**src/verilog/llc_cfg_pkg.sv**
```systemverilog
/* Widths, register map, response codes and request/response structs that
   the LLC configuration block RTL and its testbench share */
package llc_cfg_pkg;

  typedef logic [31:0] axil_addr_t;
  typedef logic [31:0] axil_data_t;
  typedef logic [1:0]  axil_resp_t;

  // Word index within the block, address bits 4 to 2
  typedef logic [2:0]  reg_idx_t;

  localparam axil_resp_t RespOkay   = 2'd0;
  localparam axil_resp_t RespSlvErr = 2'd2;

  // Address windows
  localparam axil_addr_t RegCacheStart = 32'h0000_0000;
  localparam axil_addr_t RegCacheEnd   = 32'h0000_0004;
  localparam axil_addr_t RegSpmStart   = 32'h0000_0008;

  // Event counters that a write clears
  localparam axil_addr_t RegReadHit    = 32'h0000_0010;
  localparam axil_addr_t RegReadMiss   = 32'h0000_0014;
  localparam axil_addr_t RegWriteHit   = 32'h0000_0018;
  localparam axil_addr_t RegWriteMiss  = 32'h0000_001C;

  typedef struct packed {
    logic read_hit;
    logic read_miss;
    logic write_hit;
    logic write_miss;
  } llc_events_t;

  // One register access from the input side
  typedef struct packed {
    logic       is_write;
    axil_addr_t addr;
    axil_data_t wdata;
  } cfg_req_t;

  // Result of that access
  typedef struct packed {
    logic       is_write;
    axil_data_t rdata;
    axil_resp_t resp;
  } cfg_rsp_t;

endpackage
```
**src/verilog/llc_cfg_top.sv**
```systemverilog
/* AXI4-Lite slave holding the LLC address window registers and cache event
   counters and driving the windows out at the cache address width */
`timescale 1ns/1ps

module llc_cfg_top #(
  parameter int unsigned WinAddrWidth = 64
) (
  input  logic                     clk_i,
  input  logic                     reset_i,
  input  logic                     awvalid_i,
  input  llc_cfg_pkg::axil_addr_t  awaddr_i,
  output logic                     awready_o,
  input  logic                     wvalid_i,
  input  llc_cfg_pkg::axil_data_t  wdata_i,
  output logic                     wready_o,
  output logic                     bvalid_o,
  output llc_cfg_pkg::axil_resp_t  bresp_o,
  input  logic                     bready_i,
  input  logic                     arvalid_i,
  input  llc_cfg_pkg::axil_addr_t  araddr_i,
  output logic                     arready_o,
  output logic                     rvalid_o,
  output llc_cfg_pkg::axil_data_t  rdata_o,
  output llc_cfg_pkg::axil_resp_t  rresp_o,
  input  logic                     rready_i,
  input  llc_cfg_pkg::llc_events_t llc_events_i,
  output logic [WinAddrWidth-1:0]  cache_start_o,
  output logic [WinAddrWidth-1:0]  cache_end_o,
  output logic [WinAddrWidth-1:0]  spm_start_o
);

  logic                  req_valid;
  llc_cfg_pkg::cfg_req_t req;
  llc_cfg_pkg::cfg_rsp_t rsp;
  logic                  slot_free;

  llc_cfg_axil_req i_axil_req (
    .clk_i       ( clk_i     ),
    .reset_i     ( reset_i   ),
    .awvalid_i   ( awvalid_i ),
    .awaddr_i    ( awaddr_i  ),
    .awready_o   ( awready_o ),
    .wvalid_i    ( wvalid_i  ),
    .wdata_i     ( wdata_i   ),
    .wready_o    ( wready_o  ),
    .arvalid_i   ( arvalid_i ),
    .araddr_i    ( araddr_i  ),
    .arready_o   ( arready_o ),
    .slot_free_i ( slot_free ),
    .req_valid_o ( req_valid ),
    .req_o       ( req       )
  );

  llc_cfg_regbank #(
    .WinAddrWidth ( WinAddrWidth )
  ) i_regbank (
    .clk_i         ( clk_i         ),
    .reset_i       ( reset_i       ),
    .req_valid_i   ( req_valid     ),
    .req_i         ( req           ),
    .llc_events_i  ( llc_events_i  ),
    .rsp_o         ( rsp           ),
    .cache_start_o ( cache_start_o ),
    .cache_end_o   ( cache_end_o   ),
    .spm_start_o   ( spm_start_o   )
  );

  llc_cfg_axil_resp i_axil_resp (
    .clk_i       ( clk_i     ),
    .reset_i     ( reset_i   ),
    .req_valid_i ( req_valid ),
    .rsp_i       ( rsp       ),
    .slot_free_o ( slot_free ),
    .bvalid_o    ( bvalid_o  ),
    .bresp_o     ( bresp_o   ),
    .bready_i    ( bready_i  ),
    .rvalid_o    ( rvalid_o  ),
    .rdata_o     ( rdata_o   ),
    .rresp_o     ( rresp_o   ),
    .rready_i    ( rready_i  )
  );

endmodule

```
**src/verilog/llc_cfg_axil_resp.sv**
```systemverilog
/* AXI4-Lite response side with one slot that holds a B or R response until
   the master takes it and tells the request side when it is free */
`timescale 1ns/1ps

module llc_cfg_axil_resp (
  input  logic                    clk_i,
  input  logic                    reset_i,
  input  logic                    req_valid_i,
  input  llc_cfg_pkg::cfg_rsp_t   rsp_i,
  output logic                    slot_free_o,
  output logic                    bvalid_o,
  output llc_cfg_pkg::axil_resp_t bresp_o,
  input  logic                    bready_i,
  output logic                    rvalid_o,
  output llc_cfg_pkg::axil_data_t rdata_o,
  output llc_cfg_pkg::axil_resp_t rresp_o,
  input  logic                    rready_i
);

  logic                    full_q;
  logic                    is_write_q;
  llc_cfg_pkg::axil_resp_t resp_q;
  llc_cfg_pkg::axil_data_t rdata_q;
  logic                    taken;

  assign slot_free_o = ~full_q;

  assign bvalid_o = full_q & is_write_q;
  assign rvalid_o = full_q & ~is_write_q;
  assign bresp_o  = resp_q;
  assign rresp_o  = resp_q;
  assign rdata_o  = rdata_q;

  assign taken = (bvalid_o & bready_i) | (rvalid_o & rready_i);

  // Loaded only while empty since the request side checks slot_free
  always_ff @(posedge clk_i) begin
    if (reset_i) begin
      full_q <= 1'b0;
    end else if (req_valid_i) begin
      full_q <= 1'b1;
    end else if (taken) begin
      full_q <= 1'b0;
    end
  end

  always_ff @(posedge clk_i) begin
    if (req_valid_i) begin
      is_write_q <= rsp_i.is_write;
      resp_q     <= rsp_i.resp;
    end
    // Read data only from a read result
    if (req_valid_i && !rsp_i.is_write) begin
      rdata_q <= rsp_i.rdata;
    end
  end

endmodule

```
**src/verilog/llc_cfg_regbank.sv**
```systemverilog
/* Window registers and cache event counters of the LLC configuration block.
   Decodes one access per cycle and answers it combinationally */
`timescale 1ns/1ps

module llc_cfg_regbank #(
  parameter int unsigned WinAddrWidth = 64
) (
  input  logic                          clk_i,
  input  logic                          reset_i,
  input  logic                          req_valid_i,
  input  llc_cfg_pkg::cfg_req_t         req_i,
  input  llc_cfg_pkg::llc_events_t      llc_events_i,
  output llc_cfg_pkg::cfg_rsp_t         rsp_o,
  output logic [WinAddrWidth-1:0]       cache_start_o,
  output logic [WinAddrWidth-1:0]       cache_end_o,
  output logic [WinAddrWidth-1:0]       spm_start_o
);

  typedef llc_cfg_pkg::reg_idx_t reg_idx_t;

  localparam reg_idx_t IdxCacheStart = reg_idx_t'(llc_cfg_pkg::RegCacheStart >> 2);
  localparam reg_idx_t IdxCacheEnd   = reg_idx_t'(llc_cfg_pkg::RegCacheEnd >> 2);
  localparam reg_idx_t IdxSpmStart   = reg_idx_t'(llc_cfg_pkg::RegSpmStart >> 2);
  localparam reg_idx_t IdxReadHit    = reg_idx_t'(llc_cfg_pkg::RegReadHit >> 2);
  localparam reg_idx_t IdxReadMiss   = reg_idx_t'(llc_cfg_pkg::RegReadMiss >> 2);
  localparam reg_idx_t IdxWriteHit   = reg_idx_t'(llc_cfg_pkg::RegWriteHit >> 2);
  localparam reg_idx_t IdxWriteMiss  = reg_idx_t'(llc_cfg_pkg::RegWriteMiss >> 2);

  llc_cfg_pkg::axil_data_t win_q [3];
  llc_cfg_pkg::axil_data_t cnt_q [4];

  reg_idx_t                idx;
  logic                    in_range;
  logic                    hit;
  logic                    mapped;
  logic                    wr_en;
  logic [2:0]              win_sel;
  logic [3:0]              cnt_sel;
  logic [3:0]              evt_vec;
  llc_cfg_pkg::axil_data_t rd_val;

  assign idx      = req_i.addr[4:2];
  assign in_range = (req_i.addr[31:5] == '0) && (req_i.addr[1:0] == 2'b00);
  assign mapped   = in_range & hit;
  assign wr_en    = req_valid_i & req_i.is_write & mapped;

  // Counter slot 0 is read hit
  assign evt_vec = {llc_events_i.write_miss, llc_events_i.write_hit,
                    llc_events_i.read_miss, llc_events_i.read_hit};

  always_comb begin
    hit     = 1'b1;
    win_sel = '0;
    cnt_sel = '0;
    rd_val  = '0;
    case (idx)
      IdxCacheStart: win_sel = 3'b001;
      IdxCacheEnd:   win_sel = 3'b010;
      IdxSpmStart:   win_sel = 3'b100;
      IdxReadHit:    cnt_sel = 4'b0001;
      IdxReadMiss:   cnt_sel = 4'b0010;
      IdxWriteHit:   cnt_sel = 4'b0100;
      IdxWriteMiss:  cnt_sel = 4'b1000;
      default:       hit     = 1'b0;
    endcase
    for (int i = 0; i < 3; i++) begin
      if (win_sel[i]) rd_val = win_q[i];
    end
    for (int i = 0; i < 4; i++) begin
      if (cnt_sel[i]) rd_val = cnt_q[i];
    end
  end

  assign rsp_o.is_write = req_i.is_write;
  assign rsp_o.rdata    = (mapped && !req_i.is_write) ? rd_val : '0;
  assign rsp_o.resp     = mapped ? llc_cfg_pkg::RespOkay : llc_cfg_pkg::RespSlvErr;

  always_ff @(posedge clk_i) begin
    if (reset_i) begin
      for (int i = 0; i < 3; i++) win_q[i] <= '0;
    end else begin
      for (int i = 0; i < 3; i++) begin
        if (wr_en && win_sel[i]) win_q[i] <= req_i.wdata;
      end
    end
  end

  // Clear by write wins over a same cycle event
  always_ff @(posedge clk_i) begin
    if (reset_i) begin
      for (int i = 0; i < 4; i++) cnt_q[i] <= '0;
    end else begin
      for (int i = 0; i < 4; i++) begin
        if (wr_en && cnt_sel[i]) begin
          cnt_q[i] <= '0;
        end else if (evt_vec[i]) begin
          cnt_q[i] <= cnt_q[i] + 32'd1;
        end
      end
    end
  end

  assign cache_start_o = WinAddrWidth'(win_q[0]);
  assign cache_end_o   = WinAddrWidth'(win_q[1]);
  assign spm_start_o   = WinAddrWidth'(win_q[2]);

endmodule

```
**src/verilog/llc_cfg_axil_req.sv**
```systemverilog
/* AXI4-Lite request side that holds AW, W and AR and issues one register
   access at a time with writes first while the response slot is free */
`timescale 1ns/1ps

module llc_cfg_axil_req (
  input  logic                    clk_i,
  input  logic                    reset_i,
  input  logic                    awvalid_i,
  input  llc_cfg_pkg::axil_addr_t awaddr_i,
  output logic                    awready_o,
  input  logic                    wvalid_i,
  input  llc_cfg_pkg::axil_data_t wdata_i,
  output logic                    wready_o,
  input  logic                    arvalid_i,
  input  llc_cfg_pkg::axil_addr_t araddr_i,
  output logic                    arready_o,
  input  logic                    slot_free_i,
  output logic                    req_valid_o,
  output llc_cfg_pkg::cfg_req_t   req_o
);

  logic                    aw_full_q;
  logic                    w_full_q;
  logic                    ar_full_q;
  llc_cfg_pkg::axil_addr_t aw_addr_q;
  llc_cfg_pkg::axil_data_t w_data_q;
  llc_cfg_pkg::axil_addr_t ar_addr_q;

  logic wr_pending;
  logic issue_wr;
  logic issue_rd;

  // A holder takes new data only while empty
  assign awready_o = ~aw_full_q;
  assign wready_o  = ~w_full_q;
  assign arready_o = ~ar_full_q;

  // Write needs both halves and beats a waiting read
  assign wr_pending = aw_full_q & w_full_q;
  assign issue_wr   = slot_free_i & wr_pending;
  assign issue_rd   = slot_free_i & ~wr_pending & ar_full_q;

  assign req_valid_o    = issue_wr | issue_rd;
  assign req_o.is_write = wr_pending;
  assign req_o.addr     = wr_pending ? aw_addr_q : ar_addr_q;
  assign req_o.wdata    = w_data_q;

  always_ff @(posedge clk_i) begin
    if (reset_i) begin
      aw_full_q <= 1'b0;
      w_full_q  <= 1'b0;
      ar_full_q <= 1'b0;
    end else begin
      if (issue_wr) begin
        aw_full_q <= 1'b0;
        w_full_q  <= 1'b0;
      end else begin
        if (awvalid_i && awready_o) aw_full_q <= 1'b1;
        if (wvalid_i && wready_o)   w_full_q  <= 1'b1;
      end
      if (issue_rd) begin
        ar_full_q <= 1'b0;
      end else if (arvalid_i && arready_o) begin
        ar_full_q <= 1'b1;
      end
    end
  end

  // Payloads
  always_ff @(posedge clk_i) begin
    if (awvalid_i && awready_o) aw_addr_q <= awaddr_i;
    if (wvalid_i && wready_o)   w_data_q  <= wdata_i;
    if (arvalid_i && arready_o) ar_addr_q <= araddr_i;
  end

endmodule

```
**config.mk**
```make
export PLATFORM = sky130hd
export DESIGN_NAME = llc_cfg_top
export DESIGN_NICKNAME = d
export VERILOG_FILES = /design/src/verilog/llc_cfg_pkg.sv /design/src/verilog/llc_cfg_top.sv /design/src/verilog/llc_cfg_axil_resp.sv /design/src/verilog/llc_cfg_regbank.sv /design/src/verilog/llc_cfg_axil_req.sv
export SDC_FILE = /design/constraint.sdc
export NUM_CORES = 1
export LEC_CHECK = 0
export BUFFER_PORTS_ARGS = -buffer_cell sky130_fd_sc_hd__buf_2
export CAP_MARGIN = 25
export CORE_ASPECT_RATIO = 1.5
export CORE_UTILIZATION = 50
export DETAILED_ROUTE_END_ITERATION = 10
export GPL_TIMING_DRIVEN = 0
export PLACE_DENSITY = 0.77
export SYNTH_ARGS = -nofsm -noshare
export SYNTH_HDL_FRONTEND = slang
export SYNTH_SLANG_ARGS = --single-unit
```
**constraint.sdc**
```tcl
create_clock -name clk_i -period 4.5 [get_ports clk_i]
set_clock_uncertainty 0.05 [all_clocks]
set_input_delay 0.225 -clock clk_i [delete_from_list [all_inputs] [get_ports clk_i]]
set_output_delay 0.225 -clock clk_i [all_outputs]
set_load 0.03 [all_outputs]
```
==> Implementation_results.wiki, run 1 <==
{| class="wikitable"
! Metric !! Value
|-
| Mux cell area share after synthesis || 2.04%
|-
| Slowest library cell on the worst path || sky130_fd_sc_hd__a31o_2
|-
| Max-slew violation count || 0
|-
| Length of the first detailed-routing pass in iterations || 5
|-
| Final net count || 1933
|-
| Wirelength, routed || 49600 microns
|-
| Element type at the critical path end || register
|-
| Main combinational cell family by area after synthesis || simple AND/OR/NAND/NOR gates
|-
| Placeable core region || 33200 sq um
|-
| Worst min-delay path endpoint || i_regbank.cnt_q[1][22]
|-
| Total gr overflow || 0
|-
| Final HPWL DP || 33800 microns
|-
| Worst supply voltage drop on vdd || 396 uV
|-
| Synth Register Bits || 358
|-
| CTS max path bufs || 3
|-
| Number of buffers inserted during clock tree synthesis || 34
|-
| Wire length of the first global-routing pass || 73600 microns
|-
| Switching share of total power || 26.6%
|-
| Share of async-settable or async-resettable flops after synthesis || 0%
|-
| Top_reg_cell synth || sky130_fd_sc_hd__edfxtp_1
|-
| Initial core utilization || 50.7%
|-
| Slew at the pin closest to its max-slew limit || 998 ps
|-
| Clock transition at the register clock pins on the worst setup and hold paths after CTS || 70 ps
|-
| Area enclosed by the die boundary || 34400 sq um
|-
| Relative contribution of combinational cells to total power || 12.7%
|-
| Drc violations || 0
|-
| Fraction of the mapped netlist area in compound gates || 7.07%
|-
| Synth Area in Simple Gates || 14.5%
|-
| Register area share after synthesis || 63.6%
|-
| Number of warnings reported in the yosys synthesis log || 0
|-
| Vias || 12817
|-
| Hold Path Depth || 3
|-
| Run status || finished clean
|-
| Crit-path max FO || 19
|-
| Start point of the worst min-delay path || llc_events_i[2]
|-
| Final routed wire length divided by cell count || 21.9 microns
|-
| Relative contribution of the clock network to total power || 35.1%
|-
| Type of the setup path with the least slack || reg -> reg
|-
| Crit-path cells || nand2_4 -> inv_2 -> mux2i_1 -> and2_0 -> clkbuf_1 -> clkbuf_1 -> a31o_2 -> buf_16
|-
| Distinct cell type count of the synthesized netlist || 55
|-
| Final hold viol count || 0
|-
| Worst max-slew margin expressed relative to the limit || 32.8%
|-
| CP most frequent cell || sky130_fd_sc_hd__clkbuf_1
|-
| Y dimension of the die || 227 microns
|-
| Final weighted congestion in routability-driven placement || 0.928
|-
| Min-delay worst type || in -> reg
|-
| Largest net degree at the start of global routing || 33
|-
| Area growth from synthesis to layout || 26.0%
|-
| Synthesized area per cell || 12.6 sq um
|-
| Commonest non-fill, non-tap cell in the layout || sky130_fd_sc_hd__edfxtp_1
|-
| Logic depth of the worst register-to-register path || 8
|-
| Seq pwr share || 52.2%
|-
| Post-CTS sizing || 0
|-
| Via count of the first global-routing pass || 12396
|-
| Capturing point of the worst reg2reg path || i_regbank.win_q[0][30]
|-
| # Max-Cap Violations || 0
|-
| Adder and majority cell fraction of the synthesized area || 0.297%
|-
| Horizontal die dimension || 152 microns
|-
| Power density over the cells || 364 nW/um^2
|-
| Final worst setup slack || 1030 ps
|-
| Share of the cycle needed by the critical path after routing || 77.1%
|-
| Post-Place Cell Area || 19200 sq um
|-
| Unrepaired setup endpoints after global routing || false
|-
| Top-level port count || 340
|-
| Max frequency || 288 MHz
|-
| Number of DRC markers in iteration 0 || 1205
|-
| Buffering stage count on the worst path with inverters included || 4
|-
| Post-placement worst setup slack || 852 ps
|-
| Number of sinks handled by clock tree synthesis || 358
|-
| Leakage dissipation || 8.31 nW
|-
| Cell Rows || 82
|-
| Startpoint of the most critical register-to-register path || i_axil_req.w_full_q
|-
| Cell area after synthesis || 16800 sq um
|-
| Number of H-tree branching levels || 2
|-
| Crit-path max cell delay || 570 ps
|-
| Remaining number of nets flagged by the antenna check after routing || 0
|-
| Highest-count cells in the layout ignoring fill and taps || 354 x sky130_fd_sc_hd__edfxtp_1, 262 x sky130_fd_sc_hd__buf_2, 211 x sky130_fd_sc_hd__nor2_1
|-
| R2R Setup Slk || 1030 ps
|-
| Xor and xnor fraction of the mapped netlist area || 6.24%
|-
| Final instance area || 21200 sq um
|-
| Antenna violations before repair || 1
|-
| Synthesized netlist cell count || 1336
|-
| Drt via density || 5.67
|-
| Net Sw Power || 2.05 mW
|-
| Total negative slack for setup checks || 0 ps
|-
| Worst path arrival time || 3650 ps
|-
| Clock Latency Late Sink || 540 ps
|-
| Antenna diodes || 0
|-
| Required arrival time at the worst endpoint || 4670 ps
|-
| Filler cells || 2489
|-
| Sum of internal, switching and leakage power || 7.73 mW
|-
| Input/output buffers || 241
|-
| TritonCTS clock tree || yes
|-
| Endpoints failing setup || 0
|-
| Number of synthesized flops with an enable pin || 354
|-
| Share of post-route cells with drive strength above 1 || 26.1%
|-
| Root buffer cell || sky130_fd_sc_hd__clkbuf_16
|-
| Largest delay share family, worst path || buffers and inverters
|-
| Clock period minus final worst setup slack || 3470 ps
|-
| Internal power || 5.67 mW
|-
| Overall track demand over capacity in global routing || 28.4%
|-
| Startpoint type of the worst setup path || register
|-
| Number of cells on the critical path || 8
|}
-- power groups by stage --
stage | clock network [mW] | logic (mW) | registers (mW)
floorplan | 0 | 0.502 | 4.15
global placement | 0 | 0.832 | 4.10
detailed placement | 0 | 0.871 | 4.10
CTS | 2.68 | 0.941 | 4.03
global route | 2.83 | 1.03 | 4.05
finish | 2.71 | 0.978 | 4.04
-- worst max path at each step --
stage	startpoint	endpoint
after floorplan	i_axil_req.w_full_q	i_regbank.cnt_q[3][0]
after global placement	i_axil_req.w_full_q	i_regbank.cnt_q[1][8]
after detailed placement	i_axil_req.w_full_q	i_regbank.win_q[0][14]
after CTS	i_axil_req.w_full_q	i_regbank.win_q[0][0]
after global routing	i_axil_req.w_full_q	i_regbank.win_q[0][30]
final	i_axil_req.w_full_q	i_regbank.win_q[0][30]
-- area by class of cell --
cell class	count	area [sq um]	share of cell area (%)
Inverter	15	56.3	0.265
Tap cell	420	526	2.48
Timing Repair Buffer	353	2440	11.5
Clock buffer	40	873	4.11
Sequential cell	358	10700	50.4
Buffer	154	998	4.70
Multi-Input combinational cell	906	5510	25.9
Clock inverter	16	120	0.566
-- sequential cells by signal (all words and copies together) (netlist names) --
signal and cells:
i_axil_resp.full_q 1, i_axil_req.w_full_q 1, i_axil_req.aw_full_q 1, i_axil_resp.is_write_q 1
i_axil_resp.rdata_o 32, i_axil_req.aw_addr_q 32, i_axil_req.ar_full_q 1, i_axil_req.w_data_q 32
i_axil_resp.bresp_o 1, i_regbank.win_q 96, i_axil_req.ar_addr_q 32, i_regbank.cnt_q 128
-- worst reg2reg max path: stages, from the launching register on --
cell and delay (ps):
sky130_fd_sc_hd__dfxtp_1 530, sky130_fd_sc_hd__nand2_4 160, sky130_fd_sc_hd__inv_2 130, sky130_fd_sc_hd__mux2i_1 480, sky130_fd_sc_hd__and2_0 200, sky130_fd_sc_hd__clkbuf_1 320, sky130_fd_sc_hd__clkbuf_1 480, sky130_fd_sc_hd__a31o_2 570
sky130_fd_sc_hd__buf_16 240
-- metal layers --
layer	up-vias	global-route usage, %	wire length, microns
li1	5703	-	-
met1	6221	32.2	17400
met2	762	50.3	25200
met3	129	5.91	4300
met4	2	14.8	2690
met5	-	0	9
-- timing repair --
action                                 in CTS  in global routing
setup buffers                               0                  0
hold buffers                               99                  1
endpoints found under the hold margin      99                  1
-- metrics by stage --
step	util, %	cells	hold WS [ps]
after CTS	63.6	2257	64.0
after detailed placement	57.6	2102	353
final	63.9	2262	117
after floorplan	-	1433	274
after global placement	57.0	2094	351
after global routing	63.9	2262	129
-- cells by family after synthesis --
group | Yosys count
other cells | 1
mux | 33
buf+inv | 169
flops | 358
compound gates | 144
simple gates | 507
xor+xnor | 120
fa+ha+maj | 4
-- synthesized netlist by cell type (16+ instances only) --
cell type	count	area [sq um]
sky130_fd_sc_hd__buf_2	21	105
sky130_fd_sc_hd__o221a_2	23	259
sky130_fd_sc_hd__nand2_1	81	304
sky130_fd_sc_hd__a21oi_1	16	80.1
sky130_fd_sc_hd__edfxtp_1	354	10600
sky130_fd_sc_hd__mux2i_1	24	240
sky130_fd_sc_hd__and3_1	22	138
sky130_fd_sc_hd__nand4_1	37	231
sky130_fd_sc_hd__xnor2_1	45	394
sky130_fd_sc_hd__o221ai_1	28	245
sky130_fd_sc_hd__nor2_1	211	792
sky130_fd_sc_hd__and2_1	35	219
sky130_fd_sc_hd__clkbuf_1	26	97.6
sky130_fd_sc_hd__buf_4	105	788
sky130_fd_sc_hd__nor4_1	17	106
sky130_fd_sc_hd__a22oi_1	26	195
sky130_fd_sc_hd__xor2_1	75	657
sky130_fd_sc_hd__nand3_1	43	215
No activity file was read; power rests on OpenSTA's default activity.
==> run 2, diff against run 1 <==
--- a/config.mk
+++ b/config.mk
@@ -5,13 +5,14 @@
 export SDC_FILE = /design/constraint.sdc
 export NUM_CORES = 1
 export LEC_CHECK = 0
+export ABC_AREA = 1
 export BUFFER_PORTS_ARGS = -buffer_cell sky130_fd_sc_hd__buf_2
 export CAP_MARGIN = 25
 export CORE_ASPECT_RATIO = 1.5
-export CORE_UTILIZATION = 50
+export CORE_UTILIZATION = 55
 export DETAILED_ROUTE_END_ITERATION = 10
 export GPL_TIMING_DRIVEN = 0
-export PLACE_DENSITY = 0.77
+export PLACE_DENSITY = 0.79
 export SYNTH_ARGS = -nofsm -noshare
 export SYNTH_HDL_FRONTEND = slang
 export SYNTH_SLANG_ARGS = --single-unit
==> constraint.sdc (replaced) <==
create_clock -name clk_i -period 3.2 [get_ports clk_i]
set_clock_uncertainty 0.05 [all_clocks]
set_input_delay 0.16 -clock clk_i [delete_from_list [all_inputs] [get_ports clk_i]]
set_output_delay 0.16 -clock clk_i [all_outputs]
set_load 0.03 [all_outputs]
==> run 2 against run 1 <==
  * The run now ends with negative setup slack left
  * Synthesized cell count is 39% higher
  * Combinational power is 53% higher
  * Sequential cell count stayed put
  * Sequential power is 41% higher
  * Routed wire length is 12% higher
  * Critical path depth is 5 higher
  * Final area is 6.1% higher
  * Largest power group unchanged
  * Hold slack worse by 79 ps
==> Implementation_results.wiki, run 2 <==
{| class="wikitable"
! Metric !! Value
|-
| Run status || complete, but fails checks (was finished clean)
|-
| Violations in the final reports || negative setup slack
|-
| Hold Path Depth || 3 (unchanged)
|-
| Crit-path cells || nand2_2 -> clkbuf_4 -> nand2_1 -> nor2_1 -> nand2_1 -> nand2_1 -> nand3_1 -> nor3_4 -> buf_12 -> nand2_1 -> nand3_2 -> buf_4 -> nand3_2 (was nand2_4 -> inv_2 -> mux2i_1 -> and2_0 -> clkbuf_1 -> clkbuf_1 -> a31o_2 -> buf_16)
|-
| CTS max path bufs || 3 (unchanged)
|-
| Drt via density || 5.38 (was 5.67)
|-
| Y dimension of the die || 223 microns (was 227 microns)
|-
| Area growth from synthesis to layout || 25.8% (was 26.0%)
|-
| Crit-path max FO || 12 (was 19)
|-
| Final HPWL DP || 36700 microns (was 33800 microns)
|-
| Capturing point of the worst reg2reg path || i_regbank.cnt_q[1][28] (was i_regbank.win_q[0][30])
|-
| Worst min-delay path endpoint || i_regbank.cnt_q[3][24] (was i_regbank.cnt_q[1][22])
|-
| Startpoint of the most critical register-to-register path || i_axil_req.w_full_q (unchanged)
|-
| Drc violations || 0 (unchanged)
|-
| Vias || 14992 (was 12817)
|-
| TritonCTS clock tree || yes (unchanged)
|-
| Cell area after synthesis || 17900 sq um (was 16800 sq um)
|-
| Synthesized area per cell || 9.63 sq um (was 12.6 sq um)
|-
| Root buffer cell || sky130_fd_sc_hd__clkbuf_16 (unchanged)
|-
| Element type at the critical path end || register (unchanged)
|-
| Final net count || 2460 (was 1933)
|-
| Ranking of synthesized cells by area || sky130_fd_sc_hd__edfxtp_1 59%, sky130_fd_sc_hd__nand2_1 8.0%, sky130_fd_sc_hd__nor2_1 7.0% (was sky130_fd_sc_hd__edfxtp_1 63%, sky130_fd_sc_hd__nor2_1 4.7%, sky130_fd_sc_hd__buf_4 4.7%)
|-
| Top cells by instance count after synthesis || 383 x sky130_fd_sc_hd__nand2_1, 354 x sky130_fd_sc_hd__edfxtp_1, 335 x sky130_fd_sc_hd__nor2_1 (was 354 x sky130_fd_sc_hd__edfxtp_1, 211 x sky130_fd_sc_hd__nor2_1, 105 x sky130_fd_sc_hd__buf_4)
|-
| Final weighted congestion in routability-driven placement || 0.983 (was 0.928)
|-
| Wirelength, routed || 55800 microns (was 49600 microns)
|-
| Leakage dissipation || 9.86 nW (was 8.31 nW)
|-
| Cell Rows || 80 (was 82)
|-
| Via count of the first global-routing pass || 14513 (was 12396)
|-
| Clock transition at the register clock pins on the worst setup and hold paths after CTS || 70 ps (about the same)
|-
| Clock period minus final worst setup slack || 3250 ps (was 3470 ps)
|-
| Type of the setup path with the least slack || reg -> reg (unchanged)
|-
| Placeable core region || 31900 sq um (was 33200 sq um)
|-
| Worst supply voltage drop on vdd || 746 uV (was 396 uV)
|-
| Final routed wire length divided by cell count || 20.0 microns (was 21.9 microns)
|-
| Post-placement worst setup slack || -646 ps (was 852 ps)
|-
| Number of sinks handled by clock tree synthesis || 358 (unchanged)
|-
| Number of buffers inserted during clock tree synthesis || 34 (unchanged)
|-
| Final worst setup slack || -50.4 ps (was 1030 ps)
|-
| Max-slew violation count || 0 (unchanged)
|-
| Endpoints failing setup || 56 (was 0)
|-
| Top cell type by total area after synthesis || sky130_fd_sc_hd__edfxtp_1 (unchanged)
|-
| Highest-count cells in the layout ignoring fill and taps || 380 x sky130_fd_sc_hd__nand2_1, 354 x sky130_fd_sc_hd__edfxtp_1, 331 x sky130_fd_sc_hd__nor2_1 (was 354 x sky130_fd_sc_hd__edfxtp_1, 262 x sky130_fd_sc_hd__buf_2, 211 x sky130_fd_sc_hd__nor2_1)
|-
| Distinct cell type count of the synthesized netlist || 37 (was 55)
|-
| Power density over the cells || 502 nW/um^2 (was 364 nW/um^2)
|-
| Slowest library cell on the worst path || sky130_fd_sc_hd__dfxtp_2 (was sky130_fd_sc_hd__a31o_2)
|-
| Synth Register Bits || 358 (unchanged)
|-
| Overall track demand over capacity in global routing || 33.4% (was 28.4%)
|-
| Top-level port count || 340 (unchanged)
|-
| Filler cells || 2254 (was 2489)
|-
| Remaining number of nets flagged by the antenna check after routing || 0 (unchanged)
|-
| Clock Latency Late Sink || 550 ps (was 540 ps)
|-
| Input/output buffers || 241 (unchanged)
|-
| Number of H-tree branching levels || 2 (unchanged)
|-
| Number of warnings reported in the yosys synthesis log || 0 (unchanged)
|-
| R2R Setup Slk || -50 ps (was 1030 ps)
|-
| Fraction of post-synthesis cell area in the top cell type by area || 59.4% (was 63.1%)
|-
| Share of post-route cells with drive strength above 1 || 19.3% (was 26.1%)
|-
| Share of async-settable or async-resettable flops after synthesis || 0% (unchanged)
|-
| Commonest non-fill, non-tap cell in the layout || sky130_fd_sc_hd__nand2_1 (was sky130_fd_sc_hd__edfxtp_1)
|-
| CP most frequent cell || sky130_fd_sc_hd__nand2_1 (was sky130_fd_sc_hd__clkbuf_1)
|-
| Share of the cycle needed by the critical path after routing || 102% (was 77.1%)
|-
| Start point of the worst min-delay path || llc_events_i[0] (was llc_events_i[2])
|-
| Max frequency || 308 MHz (was 288 MHz)
|-
| Worst max-slew margin expressed relative to the limit || 7.34% (was 32.8%)
|-
| Biggest registers after layout || i_regbank.cnt_q x128, i_regbank.win_q x96 (unchanged)
|-
| Unrepaired setup endpoints after global routing || true (was false)
|-
| Cell with the most instances after synthesis || sky130_fd_sc_hd__nand2_1 (was sky130_fd_sc_hd__edfxtp_1)
|-
| Synthesized netlist cell count || 1859 (was 1336)
|-
| Total negative slack for setup checks || -1360 ps (was 0 ps)
|-
| Area enclosed by the die boundary || 33300 sq um (was 34400 sq um)
|-
| Initial core utilization || 56.1% (was 50.7%)
|-
| Min-delay worst type || in -> reg (unchanged)
|-
| Number of DRC markers in iteration 0 || 1348 (was 1205)
|-
| Final hold viol count || 0 (unchanged)
|-
| Required arrival time at the worst endpoint || 3320 ps (was 4670 ps)
|-
| Length of the first detailed-routing pass in iterations || 6 (was 5)
|-
| Startpoint type of the worst setup path || register (unchanged)
|-
| Logic depth of the worst register-to-register path || 13 (was 8)
|-
| Crit-path max cell delay || 370 ps (was 570 ps)
|-
| Antenna violations before repair || 1 (unchanged)
|-
| Largest net degree at the start of global routing || 33 (unchanged)
|-
| Number of synthesized flops with an enable pin || 354 (unchanged)
|-
| Wire length of the first global-routing pass || 82200 microns (was 73600 microns)
|-
| Horizontal die dimension || 149 microns (was 152 microns)
|-
| Total gr overflow || 0 (unchanged)
|-
| Reg with most FFs || i_regbank.cnt_q (unchanged)
|-
| Register area share after synthesis || 59.8% (was 63.6%)
|-
| Number of flip-flops under the largest register name || 128 (unchanged)
|-
| # Max-Cap Violations || 0 (unchanged)
|-
| Slew at the pin closest to its max-slew limit || 1390 ps (was 998 ps)
|-
| Worst path arrival time || 3370 ps (was 3650 ps)
|-
| Top_reg_cell synth || sky130_fd_sc_hd__edfxtp_1 (unchanged)
|}
## run 2: cell types whose count changed after synthesis, sizes merged, moves of 31 or more
cell,change
nor2,+124
nor3,+32
nand2,+301
inv,+233
a21oi,+52
and2,-31
## run 2: repair_timing
action	in CTS	in global routing
buffers inserted	2	3
cloned	0	5
resized for setup	9	12
hold buffers	101	0
endpoints found under the setup margin	224	227
endpoints found under the hold margin	100	0
pin swaps	1	1
## run 2: area by class of cell
cell class                 count  area (sq um)  area share [%]
clock buffer                  45           933            4.14
antenna                        4          10.0          0.0444
tap                          410           513            2.28
sequential                   358         10700            47.6
clock inverter                17           176           0.783
timing repair buffer         352          2410            10.7
buffer                       142           946            4.20
inverter                     248           931            4.13
multi-input combinational   1213          5900            26.2
## run 2: per-stage QoR
step           instances  total power [mW]  hold slack [ps]  util (%)  area, sq um
6_report            2789              11.3             37.8      70.6        22500
5_1_grt             2789              11.6             47.4      70.6        22500
4_1_cts             2776              11.2             35.5      70.0        22300
3_5_place_dp        2611              7.08              288      63.1        20100
3_3_place_gp        2607              7.03              287      62.6        20000
2_1_floorplan       1956              6.61              182         -        18300
## run 2: per-layer routing
metal  track usage (%)  wire length [microns]  vias up
met1              37.1                  18400     6901
met5                 0                      0        -
met3              6.65                   5550      206
li1                  -                      -     6883
met2              58.0                  27900     1002
met4              20.7                   3960        0
## run 2: worst max-delay path, delay by kind of cell (launching register included)
| kind | cells | cell delay [ps] |
|---|---|---|
| DFF | 1 | 370 |
| buffers and inverters | 3 | 700 |
| and+or+nand+nor | 10 | 1760 |
## run 2: worst max path at each step
stage                                   endpoint  cells after the start                 from  slack [ps]
after floorplan            i_regbank.cnt_q[2][0]                      9  i_axil_req.w_full_q         130
after global placement    i_regbank.cnt_q[2][24]                      9  i_axil_req.w_full_q       -1020
after detailed placement  i_regbank.cnt_q[2][27]                      9  i_axil_req.w_full_q        -650
after CTS                 i_regbank.cnt_q[2][24]                     10  i_axil_req.w_full_q        0.08
after global routing      i_regbank.cnt_q[1][28]                     13  i_axil_req.w_full_q        -120
final                     i_regbank.cnt_q[1][28]                     13  i_axil_req.w_full_q         -50
## run 2: power breakdown
group,switching (mW),internal (mW)
sequential,0.238,5.46
combinational,1.00,0.495
clock,1.86,2.25
## run 2: kinds of logic after synthesis
| family | synth area share (%) |
|---|---|
| xor gates and xnor gates | 5.62 |
| adders and majority gates | 0.279 |
| AOI/OAI and AO/OA | 2.44 |
| other | 0.0209 |
| buffers and inverters | 10.5 |
| DFF | 59.8 |
| and+or+nand+nor | 21.4 |
==> run 3, diff against run 2 <==
--- a/config.mk
+++ b/config.mk
@@ -15,4 +15,6 @@
 export PLACE_DENSITY = 0.79
 export SYNTH_ARGS = -nofsm -noshare
 export SYNTH_HDL_FRONTEND = slang
+export SYNTH_HIERARCHICAL = 1
 export SYNTH_SLANG_ARGS = --single-unit
+export TNS_END_PERCENT = 1
==> run 3 against run 2 <==
  * Clock power rose by 3%
  * Core utilization decreased by 0.54 points
  * The run ends with design-rule violations, negative setup slack left
  * Synthesized cell count increased by 13%
  * Hold slack improved by 34 ps
  * Critical endpoint is now i_axil_resp/rdata_o[2]
  * Sequential share of layout area down 1.5 points
==> Implementation_results.wiki, run 3 <==
{| class="wikitable"
! Metric !! Value
|-
| Run status || complete, but fails checks (unchanged)
|-
| Violations in the final reports || design-rule violations, negative setup slack (was negative setup slack)
|-
| CTS max path bufs || 3 (unchanged)
|-
| Total gr overflow || 0 (unchanged)
|-
| Register area share after synthesis || 57.6% (was 59.8%)
|-
| Clock period minus final worst setup slack || 3300 ps (was 3250 ps)
|-
| Distinct cell type count of the synthesized netlist || 33 (was 37)
|-
| Synthesized area per cell || 8.88 sq um (was 9.63 sq um)
|-
| Highest-count cells in the layout ignoring fill and taps || 567 x sky130_fd_sc_hd__nand2_1, 388 x sky130_fd_sc_hd__nor2_1, 355 x sky130_fd_sc_hd__edfxtp_1 (was 380 x sky130_fd_sc_hd__nand2_1, 354 x sky130_fd_sc_hd__edfxtp_1, 331 x sky130_fd_sc_hd__nor2_1)
|-
| Element type at the critical path end || register (unchanged)
|-
| Drc violations || 24 (was 0)
|-
| Max-slew violation count || 0 (unchanged)
|-
| Net Sw Power || 3.22 mW (was 3.10 mW)
|-
| Wirelength, routed || 65300 microns (was 55800 microns)
|-
| Internal power || 8.41 mW (was 8.21 mW)
|-
| Crit-path max FO || 10 (was 12)
|-
| Drt via density || 5.40 (was 5.38)
|-
| Startpoint type of the worst setup path || register (unchanged)
|-
| Number of synthesized flops with an enable pin || 355 (was 354)
|-
| Crit-path max cell delay || 580 ps (was 370 ps)
|-
| Length of the first detailed-routing pass in iterations || 8 (was 6)
|-
| Final weighted congestion in routability-driven placement || 0.974 (was 0.983)
|-
| Area growth from synthesis to layout || 25.3% (was 25.8%)
|-
| Max frequency || 303 MHz (was 308 MHz)
|-
| Share of async-settable or async-resettable flops after synthesis || 0% (unchanged)
|-
| Input/output buffers || 243 (was 241)
|-
| Worst supply voltage drop on vdd || 533 uV (was 746 uV)
|-
| Slew at the pin closest to its max-slew limit || 1050 ps (was 1390 ps)
|-
| Switching share of total power || 27.7% (was 27.4%)
|-
| Top cell type by total area after synthesis || sky130_fd_sc_hd__edfxtp_1 (unchanged)
|-
| Cell area after synthesis || 18600 sq um (was 17900 sq um)
|-
| Number of sinks handled by clock tree synthesis || 359 (was 358)
|-
| Type of the setup path with the least slack || reg -> reg (unchanged)
|-
| Worst path arrival time || 3590 ps (was 3370 ps)
|-
| Leakage dissipation || 9.89 nW (was 9.86 nW)
|-
| Cell with the most instances after synthesis || sky130_fd_sc_hd__nand2_1 (unchanged)
|-
| Initial core utilization || 55.9% (was 56.1%)
|-
| Number of buffers inserted during clock tree synthesis || 35 (was 34)
|-
| Number of DRC markers in iteration 0 || 1464 (was 1348)
|-
| Share of post-route cells with drive strength above 1 || 19.0% (was 19.3%)
|-
| Final std cells w/o fill || 3036 (was 2789)
|-
| Synthesized netlist cell count || 2099 (was 1859)
|-
| Fraction of post-synthesis cell area in the top cell type by area || 57.2% (was 59.4%)
|-
| Final worst hold slack || 72.2 ps (was 37.8 ps)
|-
| Slowest library cell on the worst path || sky130_fd_sc_hd__clkbuf_1 (was sky130_fd_sc_hd__dfxtp_2)
|-
| Clock Latency Late Sink || 540 ps (was 550 ps)
|-
| Antenna violations before repair || 1 (unchanged)
|-
| Seq pwr share || 49.1% (was 50.4%)
|-
| Clock transition at the register clock pins on the worst setup and hold paths after CTS || 70 ps (about the same)
|-
| Share of the cycle needed by the critical path after routing || 103% (was 102%)
|-
| Number of flip-flops under the largest register name || 128 (unchanged)
|-
| Y dimension of the die || 227 microns (was 223 microns)
|-
| Final net count || 2702 (was 2460)
|-
| Fin util || 70.0% (was 70.6%)
|-
| Endpoints failing setup || 7 (was 56)
|-
| Ranking of synthesized cells by area || sky130_fd_sc_hd__edfxtp_1 57%, sky130_fd_sc_hd__nand2_1 11%, sky130_fd_sc_hd__nor2_1 8.2% (was sky130_fd_sc_hd__edfxtp_1 59%, sky130_fd_sc_hd__nand2_1 8.0%, sky130_fd_sc_hd__nor2_1 7.0%)
|-
| Number of H-tree branching levels || 2 (unchanged)
|-
| Wire length of the first global-routing pass || 95000 microns (was 82200 microns)
|-
| Worst setup startpoint || i_axil_req/aw_full_q (was i_axil_req.w_full_q)
|-
| Horizontal die dimension || 152 microns (was 149 microns)
|-
| TritonCTS clock tree || yes (unchanged)
|-
| Biggest registers after layout || i_regbank/cnt_q x128, i_regbank/win_q x96 (was i_regbank.cnt_q x128, i_regbank.win_q x96)
|-
| Vias || 16402 (was 14992)
|-
| Final worst setup slack || -105 ps (was -50.4 ps)
|-
| Top-level port count || 340 (unchanged)
|-
| Root buffer cell || sky130_fd_sc_hd__clkbuf_16 (unchanged)
|-
| Synth Register Bits || 359 (was 358)
|-
| Final HPWL DP || 46200 microns (was 36700 microns)
|-
| Antenna diodes || 0 (was 4)
|-
| Relative contribution of combinational cells to total power || 14.5% (was 13.3%)
|-
| Final hold viol count || 0 (unchanged)
|-
| Number of cells in the design after placement || 2866 (was 2611)
|-
| Required arrival time at the worst endpoint || 3490 ps (was 3320 ps)
|-
| Start point of the worst min-delay path || llc_events_i[0] (unchanged)
|-
| Top_reg_cell synth || sky130_fd_sc_hd__edfxtp_1 (unchanged)
|-
| Final routed wire length divided by cell count || 21.5 microns (was 20.0 microns)
|-
| Commonest non-fill, non-tap cell in the layout || sky130_fd_sc_hd__nand2_1 (unchanged)
|-
| Cell Rows || 82 (was 80)
|-
| Startpoint of the most critical register-to-register path || i_axil_req/aw_full_q (was i_axil_req.w_full_q)
|-
| Relative contribution of the clock network to total power || 36.4% (about the same)
|-
| Remaining number of nets flagged by the antenna check after routing || 0 (unchanged)
|-
| Unrepaired setup endpoints after global routing || true (unchanged)
|-
| Power density over the cells || 498 nW/um^2 (was 502 nW/um^2)
|-
| Placeable core region || 33300 sq um (was 31900 sq um)
|-
| Area enclosed by the die boundary || 34600 sq um (was 33300 sq um)
|-
| Worst max-slew margin expressed relative to the limit || 29.8% (was 7.34%)
|-
| Crit-path cells || nand2_2 -> inv_4 -> buf_6 -> nand2_1 -> nand2_1 -> inv_1 -> nor3_2 -> clkbuf_1 -> a21oi_1 -> nand3_1 -> a21oi_1 -> nor2_1 (was nand2_2 -> clkbuf_4 -> nand2_1 -> nor2_1 -> nand2_1 -> nand2_1 -> nand3_1 -> nor3_4 -> buf_12 -> nand2_1 -> nand3_2 -> buf_4 -> nand3_2)
|-
| Number of warnings reported in the yosys synthesis log || 6 (was 0)
|-
| Min-delay worst type || in -> reg (unchanged)
|-
| Reg with most FFs || i_regbank/cnt_q (was i_regbank.cnt_q)
|-
| Sum of internal, switching and leakage power || 11.6 mW (was 11.3 mW)
|-
| Overall track demand over capacity in global routing || 37.4% (was 33.4%)
|-
| Top cells by instance count after synthesis || 570 x sky130_fd_sc_hd__nand2_1, 408 x sky130_fd_sc_hd__nor2_1, 355 x sky130_fd_sc_hd__edfxtp_1 (was 383 x sky130_fd_sc_hd__nand2_1, 354 x sky130_fd_sc_hd__edfxtp_1, 335 x sky130_fd_sc_hd__nor2_1)
|-
| Largest net degree at the start of global routing || 33 (unchanged)
|-
| Via count of the first global-routing pass || 16022 (was 14513)
|-
| # Max-Cap Violations || 0 (unchanged)
|}
-- run 3: changes by cell type after synthesis, sizes merged, moves of 20 or more --
| cell | previous run | this run |
|---|---|---|
| nand3b | 3 | 28 |
| nand4 | 63 | 33 |
| nor2 | 335 | 412 |
| nand3 | 50 | 70 |
| nand2 | 384 | 573 |
| o21ai | 3 | 54 |
| xnor2 | 45 | 15 |
| a21oi | 68 | 36 |
-- run 3: area by class of cell --
type	count	area [sq um]
flip-flops and latches	359	10700
fillers	2539	10000
multi-input cells	1444	6540
repair buffers	359	2470
plain buffers	148	997
clock buffers	41	928
inverters	244	918
well taps	420	526
clock inverters	21	216
-- run 3: power by group through the flow --
stage	sequential, mW	combinational [mW]	clock, mW
after global placement	5.79	1.42	0
after detailed placement	5.79	1.46	0
after floorplan	5.88	0.785	0
final	5.71	1.68	4.23
after global routing	5.73	1.77	4.43
after CTS	5.69	1.58	4.22
-- run 3: stage by stage --
stage	TNS (ps)	instance area [sq um]	setup slack, ps
3_3_place_gp	-132320	20700	-786
6_report	-214	23300	-105
5_1_grt	-3170	23300	-173
3_5_place_dp	-22550	20900	-343
4_1_cts	0	23200	26.6
2_1_floorplan	0	19000	391
-- run 3: worst paths after layout --
| kind | end | slack (ps) | cells after the start |
|---|---|---|---|
| max | i_axil_resp/rdata_o[2] | -100 | 12 |
| min | i_regbank/cnt_q[3][1] | 70 | 3 |
| max reg2reg | i_axil_resp/rdata_o[2] | -100 | 12 |
| min reg2reg | i_regbank/win_q[0][68] | 570 | 2 |
-- run 3: worst max-delay path: cells and delay by family, from the launching register on --
kind,cells,cell delay (ps)
and+or+nand+nor,6,1210
buffers and inverters,4,1030
DFF,1,420
AOI/OAI and AO/OA,2,370
-- run 3: layer usage --
layer / vias to the layer above / track usage [%] / part of all wire [%]
li1: 7542 / - / -
met1: 7523 / 40.7 / 34
met2: 1100 / 68.2 / 50
met3: 235 / 6.42 / 9.1
met4: 2 / 23.4 / 7.2
met5: - / 0 / 0.020
-- run 3: repair_timing --
item	4_1_cts	5_1_grt
hold buffers	104	0
hold endpoints to repair	100	0
setup buffers	1	2
setup endpoints to repair	110	204
resized for setup	16	37
-- run 3: kinds of logic after synthesis --
group	count (synthesis)	share of synthesized area, %
AOI/OAI and AO/OA	91	2.46
xor gates and xnor gates	69	3.24
and+or+nand+nor	1183	26.1
other	1	0.0201
adders and majority gates	4	0.269
buffers and inverters	392	10.2
DFF	359	57.6
